### src/source/frame_pkg.sv
//**********************************************************
// Shared vector types, OSD status bit map and crop constants
// for the frame wrapper glue logic
//**********************************************************
package frame_pkg;

    // Vector types with a meaning
    typedef logic [63:0]        status_t;
    typedef logic [6:0]         core_mod_t;
    typedef logic [6:0]         user_pin_t;
    typedef logic [24:0]        mouse_pkt_t;
    typedef logic signed [8:0]  mouse_delta_t;
    typedef logic [7:0]         mouse_flags_t;
    typedef logic [11:0]        hdmi_dim_t;
    typedef logic [11:0]        crop_size_t;
    typedef logic signed [4:0]  crop_off_t;
    typedef logic [2:0]         crop_scale_t;
    typedef logic [3:0]         vcopt_t;
    typedef logic [15:0]        menumask_t;

    // Status word bit positions
    localparam int ST_SCANLINE_LO  = 3;
    localparam int ST_SCANLINE_HI  = 5;
    localparam int ST_60HZ         = 19;
    localparam int ST_DB15         = 37;
    localparam int ST_UART         = 38;
    // Flip code overlaps the UART enable bit
    localparam int ST_FLIP_LO      = 38;
    localparam int ST_CROP_EN      = 41;
    localparam int ST_VCOPT_LO     = 42;
    localparam int ST_SCALE_LO     = 46;
    localparam int ST_HSIZE_EN     = 48;
    localparam int ST_HSIZE_LO     = 49;
    // Horizontal offset, then vertical offset just above it
    localparam int ST_OFFSET_LO    = 53;
    localparam int ST_FORCE_SCAN2X = 63;

    // Vertical crop for 1080p output
    localparam hdmi_dim_t  HDMI_FULL_W = 12'd1920;
    localparam hdmi_dim_t  HDMI_FULL_H = 12'd1080;
    localparam crop_size_t CROP_LINES  = 12'd216;
    // Option value where the offset wraps to negative
    localparam vcopt_t     VCOPT_WRAP  = 4'd6;

endpackage

### src/source/osd_config.sv
//**********************************************************
// Splits the OSD status word into named fields, builds the
// menu-hiding mask and registers the framebuffer flip flag
//**********************************************************
`timescale 1ns/1ps

module osd_config #(
    parameter bit ROTATE_MENU = 1'b0,
    parameter bit OSD_60HZ    = 1'b0
) (
    input  logic                   clk_sys,
    input  logic                   rst,
    input  frame_pkg::status_t     status,
    input  frame_pkg::core_mod_t   core_mod,
    input  logic                   direct_video,
    input  logic                   crop_ok,
    output frame_pkg::menumask_t   menumask,
    output logic                   framebuf_flip,
    output logic                   db15_en,
    output logic                   uart_en,
    output logic                   crop_en,
    output frame_pkg::vcopt_t      vcopt,
    output frame_pkg::crop_scale_t crop_scale,
    output logic                   scanline_fx,
    output logic                   force_scan2x,
    output logic                   hsize_enable,
    output logic [3:0]             hsize_scale,
    output logic [3:0]             hoffset,
    output logic [3:0]             voffset
);
    import frame_pkg::*;

    // Plain field decode
    assign db15_en      = status[ST_DB15];
    assign uart_en      = status[ST_UART];
    assign crop_en      = status[ST_CROP_EN];
    assign vcopt        = status[ST_VCOPT_LO +: $bits(vcopt_t)];
    assign crop_scale   = {1'b0, status[ST_SCALE_LO +: 2]};
    assign scanline_fx  = status[ST_SCANLINE_HI:ST_SCANLINE_LO] != '0;
    assign force_scan2x = status[ST_FORCE_SCAN2X];
    assign hsize_enable = status[ST_HSIZE_EN];
    assign hsize_scale  = status[ST_HSIZE_LO +: 4];
    assign hoffset      = status[ST_OFFSET_LO +: 4];
    assign voffset      = status[ST_OFFSET_LO + 4 +: 4];

    // High bit hides the menu entry
    assign menumask[15:6] = '0;
    assign menumask[5]    = crop_ok;
    assign menumask[4]    = ROTATE_MENU ? ~core_mod[0] : 1'b1;
    assign menumask[3]    = OSD_60HZ ? status[ST_60HZ] : 1'b1;
    assign menumask[2]    = ~hsize_enable;
    // Vertical games only
    assign menumask[1]    = ROTATE_MENU ? 1'b1 : ~core_mod[0];
    assign menumask[0]    = direct_video;

    // Flip code 2'b10 selects a flipped framebuffer
    always_ff @(posedge clk_sys) begin
        if (rst) begin
            framebuf_flip <= 1'b0;
        end else begin
            framebuf_flip <= status[ST_FLIP_LO +: 2] == 2'b10;
        end
    end

endmodule

### src/source/user_port.sv
//**********************************************************
// Drives the user extension port for the DB15 adapter or
// the UART, and returns the UART receive line to the core
//**********************************************************
`timescale 1ns/1ps

module user_port (
    input  logic                 clk_sys,
    input  logic                 rst,
    input  logic                 db15_en,
    input  logic                 uart_en,
    input  frame_pkg::user_pin_t user_in,
    input  frame_pkg::user_pin_t joy_out,
    input  logic                 game_tx,
    input  logic                 uart_tx,
    output frame_pkg::user_pin_t user_out,
    output logic                 game_rx
);
    import frame_pkg::*;

    // Pin 0 transmits and pin 1 receives in UART mode
    localparam int UART_RX_PIN = 1;

    user_pin_t port_nxt;

    // DB15 adapter has priority over the UART
    always_comb begin
        if (db15_en) begin
            port_nxt = joy_out;
        end else if (uart_en) begin
            // Both transmitters share the line, low wins
            port_nxt = {6'h3f, game_tx & uart_tx};
        end else begin
            port_nxt = '1;
        end
    end

    // Idle port is all ones
    always_ff @(posedge clk_sys) begin
        if (rst) begin
            user_out <= '1;
        end else begin
            user_out <= port_nxt;
        end
    end

    // Receive line idles high while the UART is off
    assign game_rx = uart_en ? user_in[UART_RX_PIN] : 1'b1;

endmodule

### src/source/mouse_decode.sv
//**********************************************************
// Detects new host mouse packets by their toggle bit and
// presents sign-extended movement with a one-cycle strobe
//**********************************************************
`timescale 1ns/1ps

module mouse_decode (
    input  logic                    clk_sys,
    input  logic                    rst,
    input  frame_pkg::mouse_pkt_t   ps2_mouse,
    output logic                    mouse_st,
    output frame_pkg::mouse_delta_t mouse_dx,
    output frame_pkg::mouse_delta_t mouse_dy,
    output frame_pkg::mouse_flags_t mouse_flags
);
    import frame_pkg::*;

    localparam int TOGGLE_BIT = 24;
    localparam int X_SIGN_BIT = 4;
    localparam int Y_SIGN_BIT = 5;

    mouse_pkt_t pkt_r;
    logic       toggle_l;
    logic       new_pkt;

    // Input capture and previous toggle
    always_ff @(posedge clk_sys) begin
        pkt_r    <= ps2_mouse;
        toggle_l <= pkt_r[TOGGLE_BIT];
    end

    assign new_pkt = pkt_r[TOGGLE_BIT] ^ toggle_l;

    always_ff @(posedge clk_sys) begin
        if (rst) begin
            mouse_st <= 1'b0;
        end else begin
            mouse_st <= new_pkt;
        end
    end

    // Movement holds until the next packet
    always_ff @(posedge clk_sys) begin
        if (new_pkt) begin
            mouse_flags <= pkt_r[7:0];
            mouse_dx    <= {pkt_r[X_SIGN_BIT], pkt_r[15:8]};
            mouse_dy    <= {pkt_r[Y_SIGN_BIT], pkt_r[23:16]};
        end
    end

endmodule

### src/source/crop_ctrl.sv
//**********************************************************
// Vertical crop control for 1080p output: checks that the
// video settings allow cropping, sets crop size and offset
//**********************************************************
`timescale 1ns/1ps

module crop_ctrl (
    input  logic                   clk_sys,
    input  logic                   rst,
    input  frame_pkg::hdmi_dim_t   hdmi_width,
    input  frame_pkg::hdmi_dim_t   hdmi_height,
    input  logic                   scanline_fx,
    input  logic                   force_scan2x,
    input  frame_pkg::crop_scale_t crop_scale,
    input  logic                   direct_video,
    input  logic [1:0]             osd_rotate,
    input  logic                   crop_en,
    input  frame_pkg::vcopt_t      vcopt,
    output logic                   crop_ok,
    output frame_pkg::crop_size_t  crop_size,
    output frame_pkg::crop_off_t   crop_off
);
    import frame_pkg::*;

    // Subtracted at the wrap point, giving -12..+6 lines
    localparam crop_off_t OFF_WRAP_SUB = 5'd24;

    logic      full_hd;
    logic      plain_video;
    crop_off_t off_base;
    crop_off_t off_nxt;

    assign full_hd = (hdmi_width == HDMI_FULL_W) && (hdmi_height == HDMI_FULL_H);

    // No scan effects, scaling, direct video or rotation
    assign plain_video = !scanline_fx && !force_scan2x && (crop_scale == '0)
                         && !direct_video && !osd_rotate[0];

    assign off_base = {vcopt, 1'b0};

    always_comb begin
        if (vcopt < VCOPT_WRAP) begin
            off_nxt = off_base;
        end else begin
            off_nxt = off_base - OFF_WRAP_SUB;
        end
    end

    always_ff @(posedge clk_sys) begin
        if (rst) begin
            crop_ok  <= 1'b0;
            crop_off <= '0;
        end else begin
            crop_ok  <= full_hd && plain_video;
            crop_off <= off_nxt;
        end
    end

    // Follows the registered crop_ok, so one cycle behind it
    always_ff @(posedge clk_sys) begin
        if (rst) begin
            crop_size <= '0;
        end else if (crop_ok && crop_en) begin
            crop_size <= CROP_LINES;
        end else begin
            crop_size <= '0;
        end
    end

endmodule

### src/source/frame_top.sv
//**********************************************************
// Frame wrapper glue top level. Connects the OSD decode,
// user port, mouse decode and vertical crop blocks
//**********************************************************
`timescale 1ns/1ps

module frame_top #(
    parameter bit ROTATE_MENU = 1'b0,
    parameter bit OSD_60HZ    = 1'b0
) (
    input  logic                    clk_sys,
    input  logic                    rst,
    // OSD and host side
    input  frame_pkg::status_t      status,
    input  frame_pkg::core_mod_t    core_mod,
    input  logic                    direct_video,
    input  logic [1:0]              osd_rotate,
    input  frame_pkg::hdmi_dim_t    hdmi_width,
    input  frame_pkg::hdmi_dim_t    hdmi_height,
    output frame_pkg::menumask_t    menumask,
    output logic                    framebuf_flip,
    output logic                    hsize_enable,
    output logic [3:0]              hsize_scale,
    output logic [3:0]              hoffset,
    output logic [3:0]              voffset,
    // Extension port
    input  frame_pkg::user_pin_t    user_in,
    input  frame_pkg::user_pin_t    joy_out,
    input  logic                    game_tx,
    input  logic                    uart_tx,
    output frame_pkg::user_pin_t    user_out,
    output logic                    game_rx,
    output logic                    db15_en,
    output logic                    uart_en,
    // Mouse
    input  frame_pkg::mouse_pkt_t   ps2_mouse,
    output logic                    mouse_st,
    output frame_pkg::mouse_delta_t mouse_dx,
    output frame_pkg::mouse_delta_t mouse_dy,
    output frame_pkg::mouse_flags_t mouse_flags,
    // Vertical crop
    output logic                    crop_ok,
    output frame_pkg::crop_size_t   crop_size,
    output frame_pkg::crop_off_t    crop_off
);
    import frame_pkg::*;

    logic        crop_en;
    logic        scanline_fx;
    logic        force_scan2x;
    vcopt_t      vcopt;
    crop_scale_t crop_scale;

    osd_config #(
        .ROTATE_MENU (ROTATE_MENU),
        .OSD_60HZ    (OSD_60HZ)
    ) u_osd (
        .clk_sys       (clk_sys),
        .rst           (rst),
        .status        (status),
        .core_mod      (core_mod),
        .direct_video  (direct_video),
        .crop_ok       (crop_ok),
        .menumask      (menumask),
        .framebuf_flip (framebuf_flip),
        .db15_en       (db15_en),
        .uart_en       (uart_en),
        .crop_en       (crop_en),
        .vcopt         (vcopt),
        .crop_scale    (crop_scale),
        .scanline_fx   (scanline_fx),
        .force_scan2x  (force_scan2x),
        .hsize_enable  (hsize_enable),
        .hsize_scale   (hsize_scale),
        .hoffset       (hoffset),
        .voffset       (voffset)
    );

    user_port u_user (
        .clk_sys  (clk_sys),
        .rst      (rst),
        .db15_en  (db15_en),
        .uart_en  (uart_en),
        .user_in  (user_in),
        .joy_out  (joy_out),
        .game_tx  (game_tx),
        .uart_tx  (uart_tx),
        .user_out (user_out),
        .game_rx  (game_rx)
    );

    mouse_decode u_mouse (
        .clk_sys     (clk_sys),
        .rst         (rst),
        .ps2_mouse   (ps2_mouse),
        .mouse_st    (mouse_st),
        .mouse_dx    (mouse_dx),
        .mouse_dy    (mouse_dy),
        .mouse_flags (mouse_flags)
    );

    crop_ctrl u_crop (
        .clk_sys      (clk_sys),
        .rst          (rst),
        .hdmi_width   (hdmi_width),
        .hdmi_height  (hdmi_height),
        .scanline_fx  (scanline_fx),
        .force_scan2x (force_scan2x),
        .crop_scale   (crop_scale),
        .direct_video (direct_video),
        .osd_rotate   (osd_rotate),
        .crop_en      (crop_en),
        .vcopt        (vcopt),
        .crop_ok      (crop_ok),
        .crop_size    (crop_size),
        .crop_off     (crop_off)
    );

endmodule

### config.mk
export PLATFORM = sky130hd
export DESIGN_NAME = frame_top
export DESIGN_NICKNAME = d
export VERILOG_FILES = /design/src/source/frame_pkg.sv /design/src/source/osd_config.sv /design/src/source/user_port.sv /design/src/source/mouse_decode.sv /design/src/source/crop_ctrl.sv /design/src/source/frame_top.sv
export SDC_FILE = /design/constraint.sdc
export NUM_CORES = 1
export LEC_CHECK = 0
export ABC_AREA = 0
export BUFFER_PORTS_ARGS = -buffer_cell sky130_fd_sc_hd__buf_2
export CORE_AREA = 5 5 85 87
export DETAILED_ROUTE_END_ITERATION = 10
export DIE_AREA = 0 0 90 92
export PLACE_DENSITY_LB_ADDON = 0.08
export SETUP_SLACK_MARGIN = 0.3
export SYNTH_ARGS = -nofsm -noshare
export SYNTH_HDL_FRONTEND = slang
export SYNTH_SLANG_ARGS = --single-unit
export TNS_END_PERCENT = 100
### constraint.sdc
create_clock -name clk_sys -period 5.3 [get_ports clk_sys]
set_input_delay 1.06 -clock clk_sys [delete_from_list [all_inputs] [get_ports clk_sys]]
set_output_delay 1.06 -clock clk_sys [all_outputs]
set_load 0.01 [all_outputs]
==> results of run 1 <==
[final timing paths]
path,startpoint,endpoint,slack [ns],cells after the start
min,u_mouse.pkt_r[24],u_mouse.toggle_l,0.39,0
max reg2reg,u_mouse.pkt_r[24],u_mouse.mouse_dx[6],3.85,2
max,user_in[1],game_rx,2.83,3
min reg2reg,u_mouse.pkt_r[24],u_mouse.toggle_l,0.39,0
[Yosys cell counts]
master     n
dfxtp_1   41
a21o_2     1
nand3b_1   1
nor4_2     1
and2b_2    4
buf_6      1
nor4_1     3
nand2b_1   8
edfxtp_1  24
nor4bb_1   2
nor3_1     1
nor3b_1    1
nor4b_1    1
xor2_1     2
a21oi_1    1
nand4_1    2
buf_4     43
nand2_1    3
inv_1      3
nor4b_2    1
nor2_1     3
ha_1       1
conb_1     2
[layer usage]
layer / GRT usage (%) / up-vias / share of wire [%]
met5: 0 / - / 0
met4: 5.96 / 0 / 1.6
met3: 9.08 / 10 / 18
met2: 15.4 / 98 / 45
met1: 11.2 / 582 / 35
li1: - / 667 / -
[flip-flops by register name, summed over array words and instances, names as in the netlist]
signal,cells
u_osd.framebuf_flip,1
u_crop.crop_size,1
u_user.user_out,7
u_crop.crop_ok,1
u_mouse.mouse_dy,8
u_mouse.mouse_st,1
u_mouse.mouse_dx,8
u_crop.crop_off,4
u_mouse.mouse_flags,8
u_mouse.toggle_l,1
u_mouse.pkt_r,25
[layout make-up]
class	instances	area [µm²]
fill	609	3440
sequential	65	1540
timing repair buffer	131	658
multi-input combinational	57	345
clock buffer	12	135
tap	77	96.3
clock inverter	4	45.0
inverter	3	11.3
[metrics by stage]
| stage | setup slack (ns) | area, µm² | total power (µW) |
|---|---|---|---|
| 6_report | 2.83 | 2830 | 1030 |
| 5_1_grt | 2.81 | 2830 | 1090 |
| 4_1_cts | 2.83 | 2830 | 1050 |
| 3_3_place_gp | 2.83 | 2650 | 662 |
| 2_1_floorplan | 3.02 | 2220 | 631 |
| 3_5_place_dp | 2.84 | 2650 | 663 |
[kinds of logic (layout without fill, tap and decap cells)]
family | after synthesis | after routing | synth area share (%)
compound gates | 2 | 2 | 0.639
flops | 65 | 65 | 71.6
buf+inv | 47 | 150 | 16.0
fa+ha+maj | 1 | 1 | 0.581
xor+xnor | 2 | 2 | 0.814
simple gates | 31 | 31 | 9.99
other cells | 2 | 21 | 0.349
[report_power, final]
part | switching, µW | total [µW] | internal (µW)
sequential | 7.16 | 559 | 552
clock | 161 | 377 | 215
combinational | 48.5 | 91.7 | 43.1
[critical path: stages]
cell and delay (ns):
buf_2 0.09, nand2b_1 0.12, buf_2 0.13
==> out/summary.txt, run 1 <==
Die W - 90 µm
DR pass1 iterations - 4
Post-synth design cell area - 2150 µm²
Worst min path class - reg2reg
Vias in the first global route - 1413
Grt ovf - 0
P&R area growth vs syn - 31.6%
Worst endpoint data arrival time - 1.41 ns
Detailed-placement wirelength estimate - 3740 µm
Outcome - complete, no violations
Register bit count reported by yosys - 65
CTS sink count - 65
Gr usage total - 10.9%
Share of the synthesized area in the top cell type - 38.1%
Pwr per Cell Area - 363 nW/µm²
Total leakage power - 0.00136 µW
Seq/Total Area, Yosys - 71.6%
Fmax - 0.406 GHz
DR DRC count - 0
Num rows - 29
MaxCap Viol Count - 0
Post-DR vias/cell - 3.89
Most common cell after layout, fill and taps aside - buf_2
Die area - 8280 µm²
Library cells used by synthesis - 23
Slew Limit Fails - 0
Fin. Hold Viols - 0
Pin count of the biggest net entering global routing - 18
Clock Pin Slew Worst Setup and Hold Paths - 0.06 ns
Per-cell routed wire length - 12.9 µm
Initial antenna violation count - 0
I/O pin count - 226
Post-Syn Area per Cell - 14.4 µm²
Clock Latency Late Sink - 0.32 ns
RSZ-0062 raised after global routing - no
CTS max path bufs - 2
Max VDD drop - 0.151 mV
Period utilization - 46.5%
Setup-failing EPs final - 0
Data required time of the worst path - 4.24 ns
Critical path launch point type - input port
IO Port Bufs - 130
Total CTS buffers - 9
Via count - 1357
RD Place Congestion - 0.668
DRT Wirelength - 4500 µm
Initial Util - 34.3%
Drt initial violations - 32
Layout cells sized above 1 - 55.9%
# resized after CTS - 0
Most frequent cells in the layout - 130 x buf_2, 41 x dfxtp_1, 24 x edfxtp_1
Endpoint class of the critical path - output pin
Fin nets - 409
Setup TNS - 0 ns
CTS tree - built
Final design utilization - 45.1%
CP Max Fanout - 1
CP Class - in2out
Largest cells by area after synthesis - dfxtp_1 38%, edfxtp_1 33%, buf_4 15%, nand2b_1 2.3%, and2b_2 1.6%
Cells after Synth - 150
Die Ht - 92 µm
Clock skew - 0.00442 ns
Crit path time final - 2.47 ns
Ys Warns - 0
Final hold slack - 0.387 ns
H-Tree Depth - 3
Detail Route Antenna Nets - 0
CTS Root Cell - clkbuf_8
Setup bufs post-CTS - 0
Core ar. - 6280 µm²
Hold Buf Count CTS - 0
Antenna cell count - 0
First-pass GRT wire length - 6870 µm
Dpl cells - 333
Fin cells - 349
Synth area leader - dfxtp_1
No activity file was read; power rests on OpenSTA's default activity.
==> run 2, diff against run 1 <==
--- a/config.mk
+++ b/config.mk
@@ -7,9 +7,9 @@
 export LEC_CHECK = 0
 export ABC_AREA = 0
 export BUFFER_PORTS_ARGS = -buffer_cell sky130_fd_sc_hd__buf_2
-export CORE_AREA = 5 5 85 87
+export CORE_MARGIN = 5
+export CORE_UTILIZATION = 31
 export DETAILED_ROUTE_END_ITERATION = 10
-export DIE_AREA = 0 0 90 92
 export PLACE_DENSITY_LB_ADDON = 0.08
 export SETUP_SLACK_MARGIN = 0.3
 export SYNTH_ARGS = -nofsm -noshare
==> constraint.sdc (replaced) <==
create_clock -name clk_sys -period 2.22 [get_ports clk_sys]
set_input_delay 0.444 -clock clk_sys [delete_from_list [all_inputs] [get_ports clk_sys]]
set_output_delay 0.444 -clock clk_sys [all_outputs]
set_load 0.01 [all_outputs]
==> run 2 against run 1 <==
Net effect:
- non-clock buffer count increased by 1
- global-route usage decreased by 0.32 points
- flip-flop and latch count unchanged
- critical endpoint is now mouse_dy[8]
- sequential share of layout area decreased by 1.0 points
- register-to-register slack got worse by 2.7 ns
- highest routed layer is now met5
- critical path type is now reg2out
- critical path depth decreased by 2
- design area increased by 1.9%
- combinational power increased by 140%
==> out/summary.txt, run 2 (synthesis gave the netlist of run 1 again) <==
Detailed-placement wirelength estimate - 3660 µm
Period utilization - 60.4%
Initial Util - 31.7%
Pin count of the biggest net entering global routing - 15
Tot Pwr - 2550 µW
Gr usage total - 10.6%
Die area - 8710 µm²
Initial antenna violation count - 1
Total CTS buffers - 9
First-pass GRT wire length - 6810 µm
Proportion of power drawn by flip-flops and latches - 52.4%
# resized after CTS - 0
Per-cell routed wire length - 12.4 µm
Endpoint class of the critical path - output pin
Fin. Hold Viols - 0
Clock Latency Late Sink - 0.33 ns
IO Port Bufs - 130
Grt ovf - 0
H-Tree Depth - 3
Setup-failing EPs final - 0
Num rows - 30
Pwr per Cell Area - 882 nW/µm²
Slew Limit Fails - 0
Clock skew - 0.00582 ns
Comb pwr share - 8.7%
Worst endpoint data arrival time - 0.90 ns
CP Class - reg2out
Detail Route Antenna Nets - 0
Die W - 93.3 µm
Die Ht - 93.3 µm
DR pass1 iterations - 4
Total leakage power - 0.00138 µW
CP Max Fanout - 2
CTS max path bufs - 2
I/O pin count - 226
Switching Fraction - 23.4%
CTS tree - built
Setup TNS - 0 ns
Most frequent cells in the layout - 130 x buf_2, 41 x dfxtp_1, 24 x edfxtp_1
Int Power - 1950 µW
Drt initial violations - 23
RD Place Congestion - 0.694
Critical path launch point type - flop
Fmax - 0.746 GHz
MaxCap Viol Count - 0
CTS sink count - 65
CTS Root Cell - clkbuf_8
Setup bufs post-CTS - 0
Top reg by flops - u_mouse.pkt_r
Via count - 1344
Antenna cell count - 0
Worst min path class - in2reg
Crit-path cells - buf_2
DR DRC count - 0
Fin nets - 410
DRT Wirelength - 4590 µm
P&R area growth vs syn - 34.1%
Data required time of the worst path - 1.78 ns
Layout cells sized above 1 - 57.1%
Crit path time final - 1.34 ns
RSZ-0062 raised after global routing - no
Clock network power share - 38.9%
Net switching power - 595 µW
Post-DR vias/cell - 3.64
Critical Path Max Stage Delay - 0.41 ns
Delay-heaviest family, CP - flip-flops
Max VDD drop - 0.424 mV
Core ar. - 6790 µm²
Most common cell after layout, fill and taps aside - buf_2
Outcome - complete, no violations
Hold Buf Count CTS - 0
Critical path's slowest cell - edfxtp_1
Clock Pin Slew Worst Setup and Hold Paths - 0.08 ns
Critical path buffers and inverters - 1
Vias in the first global route - 1453
Final hold slack - 0.207 ns
Max FFs per register - 25
run 2: cell count changes in the layout (fill, tap and decap cells not counted):
cell,delta
buf_4,+1
clkbuf_1,-3
clkinv_2,-2
clkinv_4,+3
inv_6,+2
run 2: final cells by class:
class,instances,area (µm²)
Fill cell,650,3910
Sequential cell,65,1540
Timing Repair Buffer,132,666
Multi-Input combinational cell,57,345
Clock buffer,9,124
Tap cell,96,120
Clock inverter,7,78.8
Inverter,3,11.3
run 2: power by group through the flow:
stage               registers, µW  logic [µW]  clock network, µW
global placement             1360         227                  0
global route                 1340         246               1100
floorplan                    1390         119                  0
detailed placement           1360         226                  0
finish                       1330         222                990
CTS                          1330         227               1040
run 2: worst paths after layout:
kind,startpoint,to,slack (ns),cells past startpoint
min reg2reg,u_mouse.pkt_r[24],u_mouse.toggle_l,0.39,0
max,u_mouse.mouse_flags[5],mouse_dy[8],0.88,1
max reg2reg,u_mouse.pkt_r[24],u_mouse.mouse_flags[0],1.16,2
min,ps2_mouse[14],u_mouse.pkt_r[14],0.21,1
run 2: per-stage QoR:
step                worst slack (ns)  utilization, %  cells  cell area [µm²]
finish                         0.879            42.5    369             2890
global route                   0.820            42.5    369             2890
floorplan                      0.730               -    169             2230
CTS                            0.852            42.5    369             2890
global placement               0.819            39.5    353             2680
detailed placement             0.843            39.5    353             2680
run 2: metal layers:
metal	global-route usage [%]	up-vias	share of wire, %
met1	10.8	569	36
met3	8.13	11	15
met4	5.01	2	2.0
li1	-	670	-
met5	0	-	0.28
met2	15.7	92	46
